File: src/hw/fp2_nr_pkg.sv
package fp2_nr_pkg;

  // Width of one Fp element
  localparam int FE_W = 16;

  // Width of the control tag sent with each element
  localparam int CTL_W = 8;

  // One Fp element, always kept below P
  typedef logic [FE_W-1:0] fe_t;

  // Pair of Fp elements
  // Low half c0, high half c1
  typedef logic [2*FE_W-1:0] fe2_t;

  // Control tag, passed through untouched
  typedef logic [CTL_W-1:0] ctl_t;

  // Field modulus, largest 16-bit prime
  // A wider curve prime only needs FE_W and P changed
  localparam fe_t P = fe_t'(65521);

endpackage
File: src/hw/fp2_nr_top.sv
module fp2_nr_top (
  input  logic             i_clk,
  input  logic             i_rst,
  // Element stream in
  input  logic             i_val,
  input  fp2_nr_pkg::fe_t  i_dat,
  input  logic             i_sop,
  input  logic             i_eop,
  input  fp2_nr_pkg::ctl_t i_ctl,
  output logic             o_in_rdy,
  // Result stream out
  output logic             o_val,
  output fp2_nr_pkg::fe_t  o_dat,
  output logic             o_sop,
  output logic             o_eop,
  output fp2_nr_pkg::ctl_t o_ctl,
  input  logic             i_out_rdy
);
  import fp2_nr_pkg::*;

  // Pair requests from the stream block
  logic add_req_val;
  fe2_t add_req_dat;
  ctl_t add_req_ctl;
  logic add_req_rdy;
  logic sub_req_val;
  fe2_t sub_req_dat;
  ctl_t sub_req_ctl;
  logic sub_req_rdy;

  // Results back to the stream block
  logic add_res_val;
  fe_t  add_res_dat;
  ctl_t add_res_ctl;
  logic add_res_rdy;
  logic sub_res_val;
  fe_t  sub_res_dat;
  ctl_t sub_res_ctl;
  logic sub_res_rdy;

  // Pairing and re-serialising
  fe2_mul_by_nonresidue_s u_nr (
    .i_clk     (i_clk),
    .i_rst     (i_rst),
    .i_val     (i_val),
    .i_dat     (i_dat),
    .i_sop     (i_sop),
    .i_eop     (i_eop),
    .i_ctl     (i_ctl),
    .o_rdy     (o_in_rdy),
    .o_val     (o_val),
    .o_dat     (o_dat),
    .o_sop     (o_sop),
    .o_eop     (o_eop),
    .o_ctl     (o_ctl),
    .i_rdy     (i_out_rdy),
    .o_add_val (add_req_val),
    .o_add_dat (add_req_dat),
    .o_add_ctl (add_req_ctl),
    .i_add_rdy (add_req_rdy),
    .o_sub_val (sub_req_val),
    .o_sub_dat (sub_req_dat),
    .o_sub_ctl (sub_req_ctl),
    .i_sub_rdy (sub_req_rdy),
    .i_add_val (add_res_val),
    .i_add_dat (add_res_dat),
    .i_add_ctl (add_res_ctl),
    .o_add_rdy (add_res_rdy),
    .i_sub_val (sub_res_val),
    .i_sub_dat (sub_res_dat),
    .i_sub_ctl (sub_res_ctl),
    .o_sub_rdy (sub_res_rdy)
  );

  // c1' = c0 + c1
  fe_add_mod u_add (
    .i_clk (i_clk),
    .i_rst (i_rst),
    .i_val (add_req_val),
    .i_dat (add_req_dat),
    .i_ctl (add_req_ctl),
    .o_rdy (add_req_rdy),
    .o_val (add_res_val),
    .o_dat (add_res_dat),
    .o_ctl (add_res_ctl),
    .i_rdy (add_res_rdy)
  );

  // c0' = c0 - c1
  fe_sub_mod u_sub (
    .i_clk (i_clk),
    .i_rst (i_rst),
    .i_val (sub_req_val),
    .i_dat (sub_req_dat),
    .i_ctl (sub_req_ctl),
    .o_rdy (sub_req_rdy),
    .o_val (sub_res_val),
    .o_dat (sub_res_dat),
    .o_ctl (sub_res_ctl),
    .i_rdy (sub_res_rdy)
  );

endmodule

File: src/hw/fe2_mul_by_nonresidue_s.sv
module fe2_mul_by_nonresidue_s (
  input  logic             i_clk,
  input  logic             i_rst,
  // Element stream in, c0 beat then c1 beat
  input  logic             i_val,
  input  fp2_nr_pkg::fe_t  i_dat,
  input  logic             i_sop,
  input  logic             i_eop,
  input  fp2_nr_pkg::ctl_t i_ctl,
  output logic             o_rdy,
  // Result stream out, c0' beat then c1' beat
  output logic             o_val,
  output fp2_nr_pkg::fe_t  o_dat,
  output logic             o_sop,
  output logic             o_eop,
  output fp2_nr_pkg::ctl_t o_ctl,
  input  logic             i_rdy,
  // Pair to the adder
  output logic             o_add_val,
  output fp2_nr_pkg::fe2_t o_add_dat,
  output fp2_nr_pkg::ctl_t o_add_ctl,
  input  logic             i_add_rdy,
  // Pair to the subtractor
  output logic             o_sub_val,
  output fp2_nr_pkg::fe2_t o_sub_dat,
  output fp2_nr_pkg::ctl_t o_sub_ctl,
  input  logic             i_sub_rdy,
  // Sum back from the adder
  input  logic             i_add_val,
  input  fp2_nr_pkg::fe_t  i_add_dat,
  input  fp2_nr_pkg::ctl_t i_add_ctl,
  output logic             o_add_rdy,
  // Difference back from the subtractor
  input  logic             i_sub_val,
  input  fp2_nr_pkg::fe_t  i_sub_dat,
  input  fp2_nr_pkg::ctl_t i_sub_ctl,
  output logic             o_sub_rdy
);
  import fp2_nr_pkg::*;

  // Which result goes out next
  typedef enum logic {
    PH_C0,
    PH_C1
  } phase_t;

  phase_t phase;
  fe2_t   pair_dat;
  ctl_t   pair_ctl;
  logic   add_pend;
  logic   sub_pend;
  logic   half_pend;
  logic   in_take;
  logic   out_free;

  // Same pair and tag offered to both units
  assign o_add_val = add_pend;
  assign o_add_dat = pair_dat;
  assign o_add_ctl = pair_ctl;
  assign o_sub_val = sub_pend;
  assign o_sub_dat = pair_dat;
  assign o_sub_ctl = pair_ctl;

  always_comb begin
    // Take a beat once each unit has the pair or takes it now
    o_rdy   = (!add_pend || i_add_rdy) && (!sub_pend || i_sub_rdy);
    in_take = i_val && o_rdy;
    // Output register empty, or its beat leaves this edge
    out_free = !o_val || i_rdy;
    // Results drain in stream order, difference first
    o_sub_rdy = (phase == PH_C0) && out_free;
    o_add_rdy = (phase == PH_C1) && out_free;
  end

  // Pair valids, one per unit, cleared as each unit takes the pair
  always_ff @(posedge i_clk) begin
    if (i_rst) begin
      add_pend  <= 1'b0;
      sub_pend  <= 1'b0;
      half_pend <= 1'b0;
    end else begin
      if (i_add_rdy) begin
        add_pend <= 1'b0;
      end
      if (i_sub_rdy) begin
        sub_pend <= 1'b0;
      end
      if (in_take) begin
        // c0 seen, waiting on c1
        half_pend <= !i_eop;
        // c1 completes the pair
        if (i_eop) begin
          add_pend <= 1'b1;
          sub_pend <= 1'b1;
        end
      end
    end
  end

  // Pair payload
  always_ff @(posedge i_clk) begin
    if (in_take) begin
      if (i_sop) begin
        pair_dat[FE_W-1:0] <= i_dat;
      end else begin
        pair_dat[2*FE_W-1:FE_W] <= i_dat;
      end
      // Tag of the last beat wins
      pair_ctl <= i_ctl;
    end
  end

  // Output valid and phase
  // Phase moves only when a result is actually taken
  always_ff @(posedge i_clk) begin
    if (i_rst) begin
      o_val <= 1'b0;
      phase <= PH_C0;
    end else if (out_free) begin
      case (phase)
        PH_C0: begin
          o_val <= i_sub_val;
          if (i_sub_val) begin
            phase <= PH_C1;
          end
        end
        PH_C1: begin
          o_val <= i_add_val;
          if (i_add_val) begin
            phase <= PH_C0;
          end
        end
      endcase
    end
  end

  // Output beat payload
  always_ff @(posedge i_clk) begin
    if (out_free) begin
      case (phase)
        PH_C0: begin
          // c0' = c0 - c1
          if (i_sub_val) begin
            o_dat <= i_sub_dat;
            o_ctl <= i_sub_ctl;
            o_sop <= 1'b1;
            o_eop <= 1'b0;
          end
        end
        PH_C1: begin
          // c1' = c0 + c1
          if (i_add_val) begin
            o_dat <= i_add_dat;
            o_ctl <= i_add_ctl;
            o_sop <= 1'b0;
            o_eop <= 1'b1;
          end
        end
      endcase
    end
  end

  // The adder drains after the subtractor, so it never takes a pair
  // that the subtractor still owes, and the two valids only ever split
  // with the adder one behind
  a_pair_valids: assert property (
    @(posedge i_clk) disable iff (i_rst)
    sub_pend |-> add_pend
  );

  // Framing, a new c0 beat only after the previous c1 beat
  a_no_sop_in_half: assert property (
    @(posedge i_clk) disable iff (i_rst)
    (i_val && o_rdy && i_sop) |-> !half_pend
  );

endmodule

File: src/hw/fe_sub_mod.sv
module fe_sub_mod (
  input  logic             i_clk,
  input  logic             i_rst,
  // Operand pair in
  input  logic             i_val,
  input  fp2_nr_pkg::fe2_t i_dat,
  input  fp2_nr_pkg::ctl_t i_ctl,
  output logic             o_rdy,
  // Registered difference out
  output logic             o_val,
  output fp2_nr_pkg::fe_t  o_dat,
  output fp2_nr_pkg::ctl_t o_ctl,
  input  logic             i_rdy
);
  import fp2_nr_pkg::*;

  fe_t           op_a;
  fe_t           op_b;
  logic [FE_W:0] diff_raw;
  logic          borrow;
  fe_t           diff_mod;

  // Split the pair, c0 low and c1 high
  always_comb begin
    op_a = i_dat[FE_W-1:0];
    op_b = i_dat[2*FE_W-1:FE_W];
  end

  // c0 - c1 with one extra bit to catch the borrow
  always_comb begin
    diff_raw = {1'b0, op_a} - {1'b0, op_b};
    borrow   = diff_raw[FE_W];
    // Negative result, fold back by adding P
    // Low bits wrap mod 2^FE_W so the sum lands in range
    diff_mod = borrow ? diff_raw[FE_W-1:0] + P : diff_raw[FE_W-1:0];
  end

  // Output register free, or drained on this edge
  assign o_rdy = !o_val || i_rdy;

  // Output valid
  always_ff @(posedge i_clk) begin
    if (i_rst) begin
      o_val <= 1'b0;
    end else if (o_rdy) begin
      o_val <= i_val;
    end
  end

  // Result and tag, loaded with each accepted pair
  always_ff @(posedge i_clk) begin
    if (o_rdy && i_val) begin
      o_dat <= diff_mod;
      o_ctl <= i_ctl;
    end
  end

  // Reduced operands from the stream block must give a reduced difference
  a_diff_below_p: assert property (
    @(posedge i_clk) disable iff (i_rst)
    o_val |-> (o_dat < P)
  );

endmodule

File: src/hw/fe_add_mod.sv
module fe_add_mod (
  input  logic             i_clk,
  input  logic             i_rst,
  // Operand pair in
  input  logic             i_val,
  input  fp2_nr_pkg::fe2_t i_dat,
  input  fp2_nr_pkg::ctl_t i_ctl,
  output logic             o_rdy,
  // Registered sum out
  output logic             o_val,
  output fp2_nr_pkg::fe_t  o_dat,
  output fp2_nr_pkg::ctl_t o_ctl,
  input  logic             i_rdy
);
  import fp2_nr_pkg::*;

  fe_t           op_a;
  fe_t           op_b;
  logic [FE_W:0] sum_raw;
  logic [FE_W:0] sum_red;
  fe_t           sum_mod;

  // Split the pair, c0 low and c1 high
  always_comb begin
    op_a = i_dat[FE_W-1:0];
    op_b = i_dat[2*FE_W-1:FE_W];
  end

  // Full sum with carry bit, then trial subtract of P
  always_comb begin
    sum_raw = {1'b0, op_a} + {1'b0, op_b};
    sum_red = sum_raw - {1'b0, P};
    // Top bit set means the sum was below P, keep it as is
    sum_mod = sum_red[FE_W] ? sum_raw[FE_W-1:0] : sum_red[FE_W-1:0];
  end

  // Output register free, or drained on this edge
  assign o_rdy = !o_val || i_rdy;

  // Output valid
  always_ff @(posedge i_clk) begin
    if (i_rst) begin
      o_val <= 1'b0;
    end else if (o_rdy) begin
      o_val <= i_val;
    end
  end

  // Result and tag, loaded with each accepted pair
  always_ff @(posedge i_clk) begin
    if (o_rdy && i_val) begin
      o_dat <= sum_mod;
      o_ctl <= i_ctl;
    end
  end

  // Reduced operands from the stream block must give a reduced sum
  a_sum_below_p: assert property (
    @(posedge i_clk) disable iff (i_rst)
    o_val |-> (o_dat < P)
  );

endmodule

File: config.mk
export PLATFORM = sky130hd
export DESIGN_NAME = fp2_nr_top
export DESIGN_NICKNAME = d
export VERILOG_FILES = /design/src/hw/fp2_nr_pkg.sv /design/src/hw/fp2_nr_top.sv /design/src/hw/fe2_mul_by_nonresidue_s.sv /design/src/hw/fe_sub_mod.sv /design/src/hw/fe_add_mod.sv
export SDC_FILE = /design/constraint.sdc
export NUM_CORES = 1
export LEC_CHECK = 0
export BUFFER_PORTS_ARGS = -buffer_cell sky130_fd_sc_hd__buf_2
export CORE_ASPECT_RATIO = 0.6
export CORE_MARGIN = 1.5
export CORE_UTILIZATION = 60
export DETAILED_ROUTE_END_ITERATION = 12
export PLACE_DENSITY_LB_ADDON = 0.12
export SLEW_MARGIN = 20
export SYNTH_ARGS = -nofsm -noshare
export SYNTH_HDL_FRONTEND = slang
export SYNTH_SLANG_ARGS = --single-unit
File: constraint.sdc
create_clock -name i_clk -period 8.8 [get_ports i_clk]
set_input_delay 0.88 -clock i_clk [delete_from_list [all_inputs] [get_ports i_clk]]
set_output_delay 0.88 -clock i_clk [all_outputs]
set_load 0.02 [all_outputs]
* Word-level counts from Yosys, hierarchy flattened *
Cells that the tools add are included.

storage, ports and cells
  word-level logic and storage cells = 68
  register bits after elaboration = 120
  output and inout port bits = 28
  input bits = 30

cells by class
  equality and inequality tests = 2
  reduce and logical (&&, ||, !) cells = 19
  multiplexer cells = 24
  bitwise operators = 2
  add/sub/neg operators = 4

operators by type and width
  kind                      number
  $mux W16                  4
  $pmux W16 S2              1
  $add A16 B16 Y17          1
  $sub A16 B16 Y17          1
  $sub A17 B16 Y17 const B  1
  $add A16 B16 Y16 const B  1
  $mux W8                   2
  $pmux W8 S2               1
  $mux W1                   12
  $pmux W1 S2               4
  $logic_and A1 B1 Y1       6
  $logic_not A1 Y1          5
  $logic_or A1 B1 Y1        5
  $ne A2 B1 Y1 const B      2
  $reduce_and A2 Y1         2
  $reduce_and A3 Y1         1
  $not A1 Y1                2

* Logic depth before layout (Yosys ltp) *
Gate-level depths: netlist of the first run.

  word-level depth = 8
  mapped depth = 13
  depth with buffers taken out = 13

* Hierarchy *
Synthesis of the first run repeated with hierarchy kept, for this count alone.

second synthesis, totals
  cell total of the unflattened synthesis = 614
  area total of the unflattened synthesis = 7133.1 µm²

modules (own cells, without submodules)
  module                   seq. area each (µm²)  area each (µm²)  instances  cells an instance
  fe2_mul_by_nonresidue_s  2062.0                2783.9           1          157
  fe_sub_mod               740.7                 2220.9           1          242
  fe_add_mod               740.7                 2128.3           1          215

* Worst setup path before layout of the first run *
OpenSTA, ideal clock, no wires.

  path kind = reg-to-reg
  start point = register u_nr.pair_dat[1], in the netlist u_nr.o_add_dat[1]
  end point = register u_add.o_dat[9] (data pin)
  period minus slack after synthesis = 3277 ps
  required time = 8541 ps
  slack = 5523 ps
  buffers on the path = 0
  cell stages (with the launch flop) = 11
  arrival time = 3018 ps
  setup time = 259 ps
  cell sequence = edfxtp_1 ha_1 nor3b_4 o31ai_4 a2111oi_4 or4_4 a211oi_2 and4_2 a31oi_4 or3b_1 xor2_1

between the ends
  cells in the longest elaborated chain, start to end = 3

RTL lines
  item                              RTL line                        RTL
  start: declaration                fe2_mul_by_nonresidue_s.sv:48   fe2_t pair_dat;
  start signal: indexed assignment  fe2_mul_by_nonresidue_s.sv:104  pair_dat[FE_W-1:0] <= i_dat;
  start signal: indexed assignment  fe2_mul_by_nonresidue_s.sv:106  pair_dat[2*FE_W-1:FE_W] <= i_dat;
  $add A16 B16 Y17 (*)              fe_add_mod.sv:31                sum_raw = {1'b0, op_a} + {1'b0, op_b};
  $sub A17 B16 Y17                  fe_add_mod.sv:32                sum_red = sum_raw - {1'b0, P};
  $mux W16 (*)                      fe_add_mod.sv:34                sum_mod = sum_red[FE_W] ? sum_raw[FE_W-1:0] : sum_red[FE_W-1:0];
  via u_add.sum_mod[9]              fe_add_mod.sv:21                fe_t sum_mod;
  end signal: assignment            fe_add_mod.sv:52                o_dat <= sum_mod;
  end: declaration                  fe_add_mod.sv:11                output fp2_nr_pkg::fe_t o_dat,

The timed path passes the listed nets; every way through them passes the cells marked *.
A chain may end at the register's enable or synchronous reset.

* Worst setup path in the final report of the first run *
  start point = register u_nr.pair_dat[0], in the netlist u_nr.o_add_dat[0]
  end point = register u_sub.o_dat[15] (data pin)

between the ends
  cells in the longest elaborated chain, start to end = 3

RTL lines
  item                    RTL line          RTL
  $sub A16 B16 Y17 (*)    fe_sub_mod.sv:31  diff_raw = {1'b0, op_a} - {1'b0, op_b};
  $add A16 B16 Y16        fe_sub_mod.sv:35  diff_mod = borrow ? diff_raw[FE_W-1:0] + P : diff_raw[FE_W-1:0];
  $mux W16 (*)            fe_sub_mod.sv:35
  via u_sub.diff_mod[15]  fe_sub_mod.sv:21  fe_t diff_mod;
  end signal: assignment  fe_sub_mod.sv:53  o_dat <= diff_mod;
  end: declaration        fe_sub_mod.sv:11  output fp2_nr_pkg::fe_t o_dat,

Marks and branches as above.

==> flow_metrics.env, run 1 <==
export IMPL_status="finished clean"
export IMPL_final_area_um2=7590
export IMPL_synth_seq_cells=120
export IMPL_ys_types=82
export IMPL_cts_hold_fix_buffers=0
export IMPL_grt_antenna_before_repair=0
export IMPL_slew_headroom_pct=43.8
export IMPL_cp_start_kind="flop"
export IMPL_synth_async_reset_ratio_pct=0
export IMPL_grt_total_usage_pct=24.5
export IMPL_final_max_slew_violation_count=0
export IMPL_coreArea_um2=10700
export IMPL_yosysWarnings=0
export IMPL_synth_nets=606
export IMPL_die_width_um=139
export IMPL_io_pins=58
export IMPL_nets=672
export IMPL_end_kind="flop"
export IMPL_drt_total_wl_mm=13.6
export IMPL_final_util_pct=71.1
export IMPL_grt_overflow=0
export IMPL_syn_area_um2=6650
export IMPL_setup_viol=0
export IMPL_required_ns=8.96
export IMPL_placed_area_um2=7060
export IMPL_dr_pass1_iters=5
export IMPL_tightest_slew_ns=0.844
export IMPL_yosys_most_used_dff="edfxtp_1"
export IMPL_yosysSeqAreaShare_pct=53.3
export IMPL_cts_tree="done"
export IMPL_synth_edf_count=114
export IMPL_grt_start_max_net_pins=31
export IMPL_netlist_instances=540
export IMPL_grt_pass1_wl_mm=22.1
export IMPL_dr_first_iter_drc_count=375
export IMPL_place_hpwl_mm=9.85
export IMPL_crit_fanout=5
export IMPL_cts_repair_resized=0
export IMPL_root_buffer="clkbuf_16"
export IMPL_grt_pass1_vias=4412
export IMPL_post_cts_buffers=0
export IMPL_portBuffers=57
export IMPL_r2r_end="u_sub.o_dat[15]$_DFFE_PP_"
export IMPL_maxCapViolCount=0
export IMPL_dpl_cell_count=726
export IMPL_critPathLaunch="u_nr.o_add_dat[0]$_DFFE_PP_"
export IMPL_drc=0
export IMPL_hold_path_class="reg -> reg"
export IMPL_row_count=29
export IMPL_initial_core_util_pct=62.3
export IMPL_instances_no_fill=758
export IMPL_n_antenna_cell=0
export IMPL_fmaxAchievable_ghz=0.261
export IMPL_numCtsBuffers=17
export IMPL_holdWs_ns=0.443
export IMPL_synth_area_per_cell_um2=12.3
export IMPL_clockBufferDepth=2
export IMPL_crit_type="reg -> reg"
export IMPL_die_h_um=84.5
export IMPL_finalCriticalPeriod_ns=3.84
export IMPL_arrival_ns=3.99
export IMPL_gp_congestion=0.860
export IMPL_p_per_area_nw_per_um2=199
export IMPL_timing_rr_start="u_nr.o_add_dat[0]$_DFFE_PP_"
export IMPL_clk_latency_ns=0.42
export IMPL_cts_sinks=120
export IMPL_r2r_slack_ns=4.96
export IMPL_via_per_inst=6.02
export IMPL_ir_worst_vdd_mv=0.148
export IMPL_wl_per_cell_um=18.0
export IMPL_rsz0062_at_grt="no"
export IMPL_fin_tns_setup_ns=0
export IMPL_cts_htree_levels=4
export IMPL_p_leak_uw=0.00288
export IMPL_ant_nets=0
export IMPL_clk_pin_slew_worst_paths_ns=0.05
export IMPL_finalHoldViolations=0
export IMPL_crit_path_end="u_sub.o_dat[15]$_DFFE_PP_"
export IMPL_vias=4560
export IMPL_holdPathStages=0
export IMPL_skew_ns=0.0201
export IMPL_die_area_um2=11700
export IMPL_syn_to_final_growth_pct=14.2
export IMPL_drive_above_1_share_pct=24.1
export IMPL_finalCritPeriodShare_pct=43.6
export IMPL_reg2reg_depth=13
how the worst min path moves through the flow:
stage	startpoint	end	slack (ns)
CTS	u_nr.o_add_ctl[7]$_DFFE_PP_	u_add.o_ctl[7]$_DFFE_PP_	0.44
finish	u_nr.o_add_ctl[3]$_DFFE_PP_	u_add.o_ctl[3]$_DFFE_PP_	0.44
global route	u_nr.o_add_ctl[7]$_DFFE_PP_	u_add.o_ctl[7]$_DFFE_PP_	0.45
detailed placement	u_nr.o_add_ctl[7]$_DFFE_PP_	u_add.o_ctl[7]$_DFFE_PP_	0.43
floorplan	u_nr.o_add_ctl[0]$_DFFE_PP_	u_add.o_ctl[0]$_DFFE_PP_	0.42
global placement	u_nr.o_add_ctl[7]$_DFFE_PP_	u_add.o_ctl[7]$_DFFE_PP_	0.42
through the flow:
stage          power, uW  worst slack (ns)
4_1_cts             1520              4.98
3_5_place_dp         903              5.01
2_1_floorplan        847              5.52
3_3_place_gp         897              5.17
5_1_grt             1560              4.70
6_report            1510              4.96
synth_stat cells (4+ instances only):
| cell type | n | area, um^2 |
|---|---|---|
| nand2_1 | 28 | 105 |
| xnor2_1 | 26 | 228 |
| mux2i_1 | 5 | 50.1 |
| and2_1 | 4 | 25.0 |
| dfxtp_1 | 6 | 120 |
| and3_1 | 7 | 43.8 |
| a21oi_1 | 34 | 170 |
| xor2_1 | 11 | 96.3 |
| a211oi_1 | 5 | 37.5 |
| nor2b_1 | 12 | 75.1 |
| buf_2 | 4 | 20.0 |
| nand3_1 | 6 | 30.0 |
| ha_1 | 34 | 425 |
| nor3_1 | 19 | 95.1 |
| mux2_2 | 24 | 270 |
| o21a_1 | 6 | 45.0 |
| nand2b_1 | 4 | 25.0 |
| o31ai_1 | 4 | 30.0 |
| edfxtp_1 | 114 | 3420 |
| o21ai_0 | 14 | 70.1 |
| a21o_1 | 10 | 75.1 |
| nor2_1 | 27 | 101 |
| clkbuf_1 | 7 | 26.3 |
| nand4_1 | 4 | 25.0 |
| inv_1 | 33 | 124 |
| or3_1 | 5 | 31.3 |
| or2_2 | 7 | 43.8 |
power breakdown:
group / internal, uW / switching [uW]
Clock: 367 / 247
Sequential: 660 / 8.46
Combinational: 88.0 / 141
Total: 1110 / 396
worst max-delay path: stages, from the launching register on:
cell and delay [ns]:
edfxtp_1 0.40, inv_1 0.09, ha_1 0.16, inv_1 0.05, fa_1 0.40, a21o_1 0.17, a21oi_1 0.41, nand3b_1 0.18
nand3_1 0.09, or2_1 0.27, nor3_1 0.36, nor2b_1 0.35, nor4bb_1 0.38, xnor3_1 0.28
kinds of logic (layout without fill, tap and decap cells):
kind of cell / after synthesis / after routing / synth area share [%]
buffers and inverters: 51 / 130 / 3.24
AOI/OAI and AO/OA: 119 / 119 / 13.9
adders and majority gates: 36 / 36 / 7.00
DFF: 120 / 120 / 53.3
xor gates and xnor gates: 39 / 39 / 5.46
muxes: 29 / 29 / 4.82
and+or+nand+nor: 146 / 146 / 12.2
final cells by class:
cell class | count | area [um^2]
timing repair buffer | 61 | 315
sequential | 120 | 3540
clock buffer | 21 | 450
clock inverter | 11 | 73.8
fill | 748 | 3080
tap | 139 | 174
inverter | 37 | 139
multi-input combinational | 369 | 2890
layer usage:
layer / vias up / global-route usage, % / part of all wire [%]
li1: 2175 / - / -
met1: 2172 / 34.8 / 48
met2: 195 / 37.2 / 44
met3: 18 / 6.96 / 6.9
met4: 0 / 7.10 / 1.2
met5: - / 0 / 0
state kept, by name, summed over array words and instances (netlist names), 8 cells and up:
register        flops
u_add.o_ctl         8
u_add.o_dat        16
u_nr.o_add_ctl      8
u_nr.o_add_dat     32
u_nr.o_ctl          8
u_nr.o_dat         16
u_sub.o_ctl         8
u_sub.o_dat        16
cell usage in the layout (no fill, tap or decap), types with 4 or more instances in the layout:
cell,count
a211oi_1,5
a21o_1,10
a21oi_1,34
and3_1,7
buf_2,57
buf_4,4
clkbuf_16,17
clkinv_2,4
dfxtp_1,6
edfxtp_1,114
ha_1,34
inv_1,33
mux2_2,24
mux2i_1,5
nand2_1,28
nand2b_1,4
nand3_1,6
nand4_1,4
nor2_1,26
nor2b_1,11
nor3_1,19
o21a_1,6
o21ai_0,14
o31ai_1,4
or2_2,7
or3_1,5
xnor2_1,26
xor2_1,11
Power figures use the tool's default switching activity.
==> run 2, diff against run 1 <==
==> constraint.sdc (replaced) <==
create_clock -name i_clk -period 3.65 [get_ports i_clk]
set_input_delay 0.365 -clock i_clk [delete_from_list [all_inputs] [get_ports i_clk]]
set_output_delay 0.365 -clock i_clk [all_outputs]
set_load 0.02 [all_outputs]
==> flow_metrics.env, run 2 (same netlist as run 1, synthesis figures left out) <==
export IMPL_status="finished clean"
export IMPL_portBuffers=57
export IMPL_crit_fanout=8
export IMPL_cts_htree_levels=4
export IMPL_holdPathEnd="u_nr.o_add_ctl[5]$_DFFE_PP_"
export IMPL_wl_per_cell_um=19.5
export IMPL_place_hpwl_mm=10.2
export IMPL_grt_antenna_before_repair=0
export IMPL_rsz0062_at_grt="yes"
export IMPL_coreArea_um2=10700
export IMPL_arrival_ns=3.76
export IMPL_ir_worst_vdd_mv=0.402
export IMPL_hold_path_class="in -> reg"
export IMPL_placed_area_um2=7240
export IMPL_p_leak_uw=0.00306
export IMPL_nets=697
export IMPL_dr_pass1_iters=5
export IMPL_p_sw_share_pct=26.2
export IMPL_instances_no_fill=783
export IMPL_met1_usage_pct=36.3
export IMPL_pwr_share_clk_pct=43.8
export IMPL_drc=0
export IMPL_skew_ns=0.00844
export IMPL_die_width_um=139
export IMPL_final_common_cell="edfxtp_1"
export IMPL_reg2reg_depth=10
export IMPL_dr_first_iter_drc_count=318
export IMPL_p_per_area_nw_per_um2=499
export IMPL_fin_tns_setup_ns=0
export IMPL_ant_nets=0
export IMPL_cp_start_kind="flop"
export IMPL_initial_core_util_pct=62.3
export IMPL_numCtsBuffers=17
export IMPL_clk_pin_slew_worst_paths_ns=0.06
export IMPL_grt_pass1_vias=4757
export IMPL_p_int_uw=2950
export IMPL_vias=4794
export IMPL_drive_above_1_share_pct=30.0
export IMPL_min_from="i_ctl[5]"
export IMPL_via_per_inst=6.12
export IMPL_dpl_cell_count=749
export IMPL_met3_usage_pct=4.85
export IMPL_comb_power_share_pct=15.8
export IMPL_grt_met2_usage_pct=42.1
export IMPL_multi_input_area_um2=3020
export IMPL_seq_area_um2=3540
export IMPL_cts_sinks=120
export IMPL_gp_congestion=0.881
export IMPL_seq_power_share_pct=40.3
export IMPL_io_pins=58
export IMPL_r2r_end="u_add.o_dat[9]$_DFFE_PP_"
export IMPL_drt_total_wl_mm=15.3
export IMPL_fillCellCount=686
export IMPL_finalCriticalPeriod_ns=3.60
export IMPL_final_area_um2=8000
export IMPL_clockBufferDepth=2
export IMPL_grt_overflow=0
export IMPL_required_ns=3.81
export IMPL_maxCapViolCount=0
export IMPL_setup_viol=0
export IMPL_timing_rr_start="u_nr.o_add_dat[2]$_DFFE_PP_"
export IMPL_grt_pass1_wl_mm=23.6
export IMPL_holdPathStages=1
export IMPL_cts_tree="done"
export IMPL_clk_latency_ns=0.42
export IMPL_end_kind="flop"
export IMPL_power_uw=4000
export IMPL_final_util_pct=75.0
export IMPL_final_max_slew_violation_count=0
export IMPL_die_h_um=84.5
export IMPL_switching_power_uw=1050
export IMPL_n_antenna_cell=0
export IMPL_finalCritPeriodShare_pct=98.7
export IMPL_top_usage_layer="met2"
export IMPL_root_buffer="clkbuf_16"
export IMPL_r2r_slack_ns=0.05
export IMPL_grt_total_usage_pct=26.3
export IMPL_slew_headroom_pct=44.2
export IMPL_grt_start_max_net_pins=28
export IMPL_tightest_slew_ns=0.837
export IMPL_mostFrequentLayoutCells="114 x edfxtp_1, 57 x buf_2, 33 x inv_1, 32 x a21oi_1, 30 x ha_1"
export IMPL_die_area_um2=11700
export IMPL_largest_reg_flops=32
export IMPL_fmaxAchievable_ghz=0.278
export IMPL_row_count=29
export IMPL_crit_type="reg -> reg"
export IMPL_finalHoldViolations=0
export IMPL_syn_to_final_growth_pct=20.4
run 2: worst max path at each step:
stage / from / to / slack, ns / depth (start not counted)
floorplan: u_nr.o_add_dat[1]$_DFFE_PP_ / u_add.o_dat[9]$_DFFE_PP_ / 0.37 / 10
global placement: u_nr.o_add_dat[3]$_DFFE_PP_ / u_add.o_dat[9]$_DFFE_PP_ / 0.03 / 12
detailed placement: u_nr.o_add_dat[3]$_DFFE_PP_ / u_add.o_dat[9]$_DFFE_PP_ / -0.007 / 12
CTS: u_nr.o_add_dat[16]$_DFFE_PP_ / u_add.o_dat[9]$_DFFE_PP_ / 0.001 / 11
global route: u_nr.o_add_dat[2]$_DFFE_PP_ / u_add.o_dat[9]$_DFFE_PP_ / -0.04 / 10
finish: u_nr.o_add_dat[2]$_DFFE_PP_ / u_add.o_dat[9]$_DFFE_PP_ / 0.05 / 10
run 2: power groups by stage:
| stage | Combinational (uW) | Sequential [uW] | Clock, uW |
|---|---|---|---|
| floorplan | 399 | 1640 | 0 |
| global placement | 566 | 1640 | 0 |
| detailed placement | 576 | 1640 | 0 |
| CTS | 592 | 1610 | 1760 |
| global route | 681 | 1620 | 1820 |
| finish | 633 | 1610 | 1750 |
run 2: worst max-delay path: stages, from the launching register on:
cell and delay, ns:
edfxtp_1 0.40, ha_2 0.49, nor3b_4 0.08, o31ai_4 0.40, a2111oi_4 0.14, or4_4 0.52
a211oi_2 0.28, and4_4 0.34, a31oi_4 0.14, or3b_1 0.40, xor2_1 0.15
run 2: cell type report:
cell class / count / area share, %
clock inverters: 8 / 0.813
clock buffers: 24 / 7.10
inverters: 37 / 1.74
flip-flops and latches: 120 / 44.3
multi-input cells: 370 / 37.7
repair buffers: 85 / 6.19
well taps: 139 / 2.17
run 2: timing repair:
item                                    CTS  global route
gates resized for setup                   6            19
endpoints found under the hold margin     0             0
endpoints found under the setup margin    4            16
gates cloned                              0             1
buffers inserted                          0             1
pin swaps                                 0             1
hold buffers                              0             0
run 2: per-layer routing:
metal / vias up / routed length, um
met5: - / 0
met4: 0 / 366
met3: 39 / 1070
met2: 224 / 6900
met1: 2313 / 6960
li1: 2218 / -
run 2: stage by stage:
| step | hold WS (ns) | setup slack [ns] |
|---|---|---|
| finish | 0.116 | 0.0482 |
| global route | 0.114 | -0.0399 |
| CTS | 0.114 | 0.00130 |
| detailed placement | 0.437 | -0.00717 |
| global placement | 0.422 | 0.0277 |
| floorplan | 0.421 | 0.373 |
==> run 3, diff against run 2 <==
--- a/config.mk
+++ b/config.mk
@@ -8,8 +8,9 @@
 export BUFFER_PORTS_ARGS = -buffer_cell sky130_fd_sc_hd__buf_2
 export CORE_ASPECT_RATIO = 0.6
 export CORE_MARGIN = 1.5
-export CORE_UTILIZATION = 60
+export CORE_UTILIZATION = 30
 export DETAILED_ROUTE_END_ITERATION = 12
+export GPL_TIMING_DRIVEN = 0
 export PLACE_DENSITY_LB_ADDON = 0.12
 export SLEW_MARGIN = 20
 export SYNTH_ARGS = -nofsm -noshare
==> constraint.sdc (replaced) <==
create_clock -name i_clk -period 3.65 [get_ports i_clk]
set_input_delay 0 -clock i_clk [delete_from_list [all_inputs] [get_ports i_clk]]
set_output_delay 0 -clock i_clk [all_outputs]
set_load 0.02 [all_outputs]
==> flow_metrics.env, run 3 (same netlist as run 1, synthesis figures left out) <==
export IMPL_arrival_ns=3.69
export IMPL_grt_overflow=0
export IMPL_grt_antenna_before_repair=0
export IMPL_cts_sinks=120
export IMPL_clk_pin_slew_worst_paths_ns=0.06
export IMPL_status="finished clean"
export IMPL_portBuffers=57
export IMPL_skew_ns=0.0132
export IMPL_grt_pass1_wl_mm=24.7
export IMPL_p_per_area_nw_per_um2=456
export IMPL_dr_first_iter_drc_count=290
export IMPL_cts_htree_levels=4
export IMPL_n_antenna_cell=0
export IMPL_met3_usage_pct=3.22
export IMPL_worst_slack_ns=0.126
export IMPL_setup_viol=0
export IMPL_gp_congestion=0.807
export IMPL_clk_latency_ns=0.42
export IMPL_dr_pass1_iters=5
export IMPL_grt_total_usage_pct=14.1
export IMPL_drive_above_1_share_pct=29.7
export IMPL_final_common_cell="edfxtp_1"
export IMPL_mostFrequentLayoutCells="114 x edfxtp_1, 61 x buf_2, 33 x inv_1, 33 x ha_1, 31 x a21oi_1"
export IMPL_place_hpwl_mm=11.5
export IMPL_required_ns=3.82
export IMPL_wl_per_cell_um=16.9
export IMPL_nets=727
export IMPL_clockBufferDepth=2
export IMPL_finalHoldViolations=0
export IMPL_pre_cts_slack_ns=-0.394
export IMPL_syn_to_final_growth_pct=28.1
export IMPL_end_kind="flop"
export IMPL_numCtsBuffers=17
export IMPL_top_usage_layer="met1"
export IMPL_die_width_um=195
export IMPL_ir_worst_vdd_mv=0.327
export IMPL_dpl_cell_count=879
export IMPL_instances_no_fill=953
export IMPL_drc=0
export IMPL_hold_path_class="in -> reg"
export IMPL_fin_tns_setup_ns=0
export IMPL_vias=4715
export IMPL_finalCriticalPeriod_ns=3.52
export IMPL_row_count=41
export IMPL_drt_total_wl_mm=16.1
export IMPL_io_pins=58
export IMPL_power_uw=3890
export IMPL_met1_usage_pct=20.8
export IMPL_fmaxAchievable_ghz=0.284
export IMPL_largest_reg_flops=32
export IMPL_root_buffer="clkbuf_16"
export IMPL_p_leak_uw=0.00317
export IMPL_die_area_um2=23100
export IMPL_grt_pass1_vias=4540
export IMPL_finalCritPeriodShare_pct=96.5
export IMPL_crit_fanout=8
export IMPL_coreArea_um2=21300
export IMPL_ant_nets=0
export IMPL_fillCellCount=2045
export IMPL_cp_start_kind="flop"
export IMPL_cts_tree="done"
export IMPL_grt_met2_usage_pct=20.1
export IMPL_slew_headroom_pct=35.1
export IMPL_grt_start_max_net_pins=25
export IMPL_via_per_inst=4.95
export IMPL_initial_core_util_pct=31.1
export IMPL_tightest_slew_ns=0.973
export IMPL_final_max_slew_violation_count=0
export IMPL_maxCapViolCount=0
export IMPL_crit_type="reg -> reg"
export IMPL_die_h_um=118
==> run 3: changes by cell type in the layout (fill, tap and decap cells not counted), sizes merged <==
cell,before,now
inv,41,42
clkinv,4,8
dlygate4sd3,0,28
buf,85,81
clkinvlp,0,1
bufinv,0,1
clkbuf,24,23
==> run 3: power breakdown <==
group | total, uW | switching (uW) | internal, uW
combinational | 660 | 384 | 276
sequential | 1610 | 19.8 | 1590
clock | 1620 | 665 | 951
total | 3890 | 1070 | 2820
==> run 3: repair_timing <==
| action | CTS | global route |
|---|---|---|
| buffers inserted | 1 | 13 |
| gates resized for setup | 8 | 31 |
| hold endpoints to repair | 46 | 0 |
| pin swaps | 2 | 15 |
| cloned | 0 | 1 |
| endpoints found under the setup margin | 19 | 17 |
| hold buffers | 28 | 0 |
==> run 3: critical path, stage by stage (launching register included) <==
cell,delay [ns]
edfxtp_1,0.39
ha_1,0.31
buf_6,0.14
nor3b_4,0.06
o31ai_4,0.47
a2111oi_4,0.17
or4_4,0.45
a211oi_2,0.23
and4_4,0.34
a31oi_4,0.15
or3b_1,0.41
xor2_1,0.15
==> run 3: stage by stage <==
step                area [um^2]  hold slack [ns]  utilization [%]
global placement           7280            0.177             34.1
floorplan                  6650           0.0691                -
global route               8510           0.0173             39.9
finish                     8510          0.00525             39.9
CTS                        8250          0.00621             38.7
detailed placement         7360            0.179             34.5
==> run 3: area by class of cell <==
cell class	instances	area [um^2]	area share, %
flip-flops and latches	120	3540	41.6
clock buffers	17	425	5.00
well taps	279	349	4.10
plain buffers	13	72.6	0.852
inverters	37	139	1.63
multi-input cells	370	3110	36.6
clock inverters	15	144	1.69
repair buffers	102	728	8.55
==> run 3: path summary, 6_finish.rpt <==
path	slack, ns	from	end	cells after the start
setup / recovery	0.13	u_nr.o_add_dat[2]$_DFFE_PP_	u_add.o_dat[9]$_DFFE_PP_	11
hold / removal	0.005	i_sop	u_nr.o_add_dat[22]$_DFFE_PP_	2
setup reg to reg	0.13	u_nr.o_add_dat[2]$_DFFE_PP_	u_add.o_dat[9]$_DFFE_PP_	11
hold reg to reg	0.45	u_nr.o_add_ctl[0]$_DFFE_PP_	u_sub.o_ctl[0]$_DFFE_PP_	0
==> run 3: metal layers <==
layer,up-vias,wire [um],part of all wire [%]
met5,-,0,0
met4,0,170,1.1
met3,14,774,4.8
met2,107,6670,41
met1,2318,8510,53
li1,2276,-,-
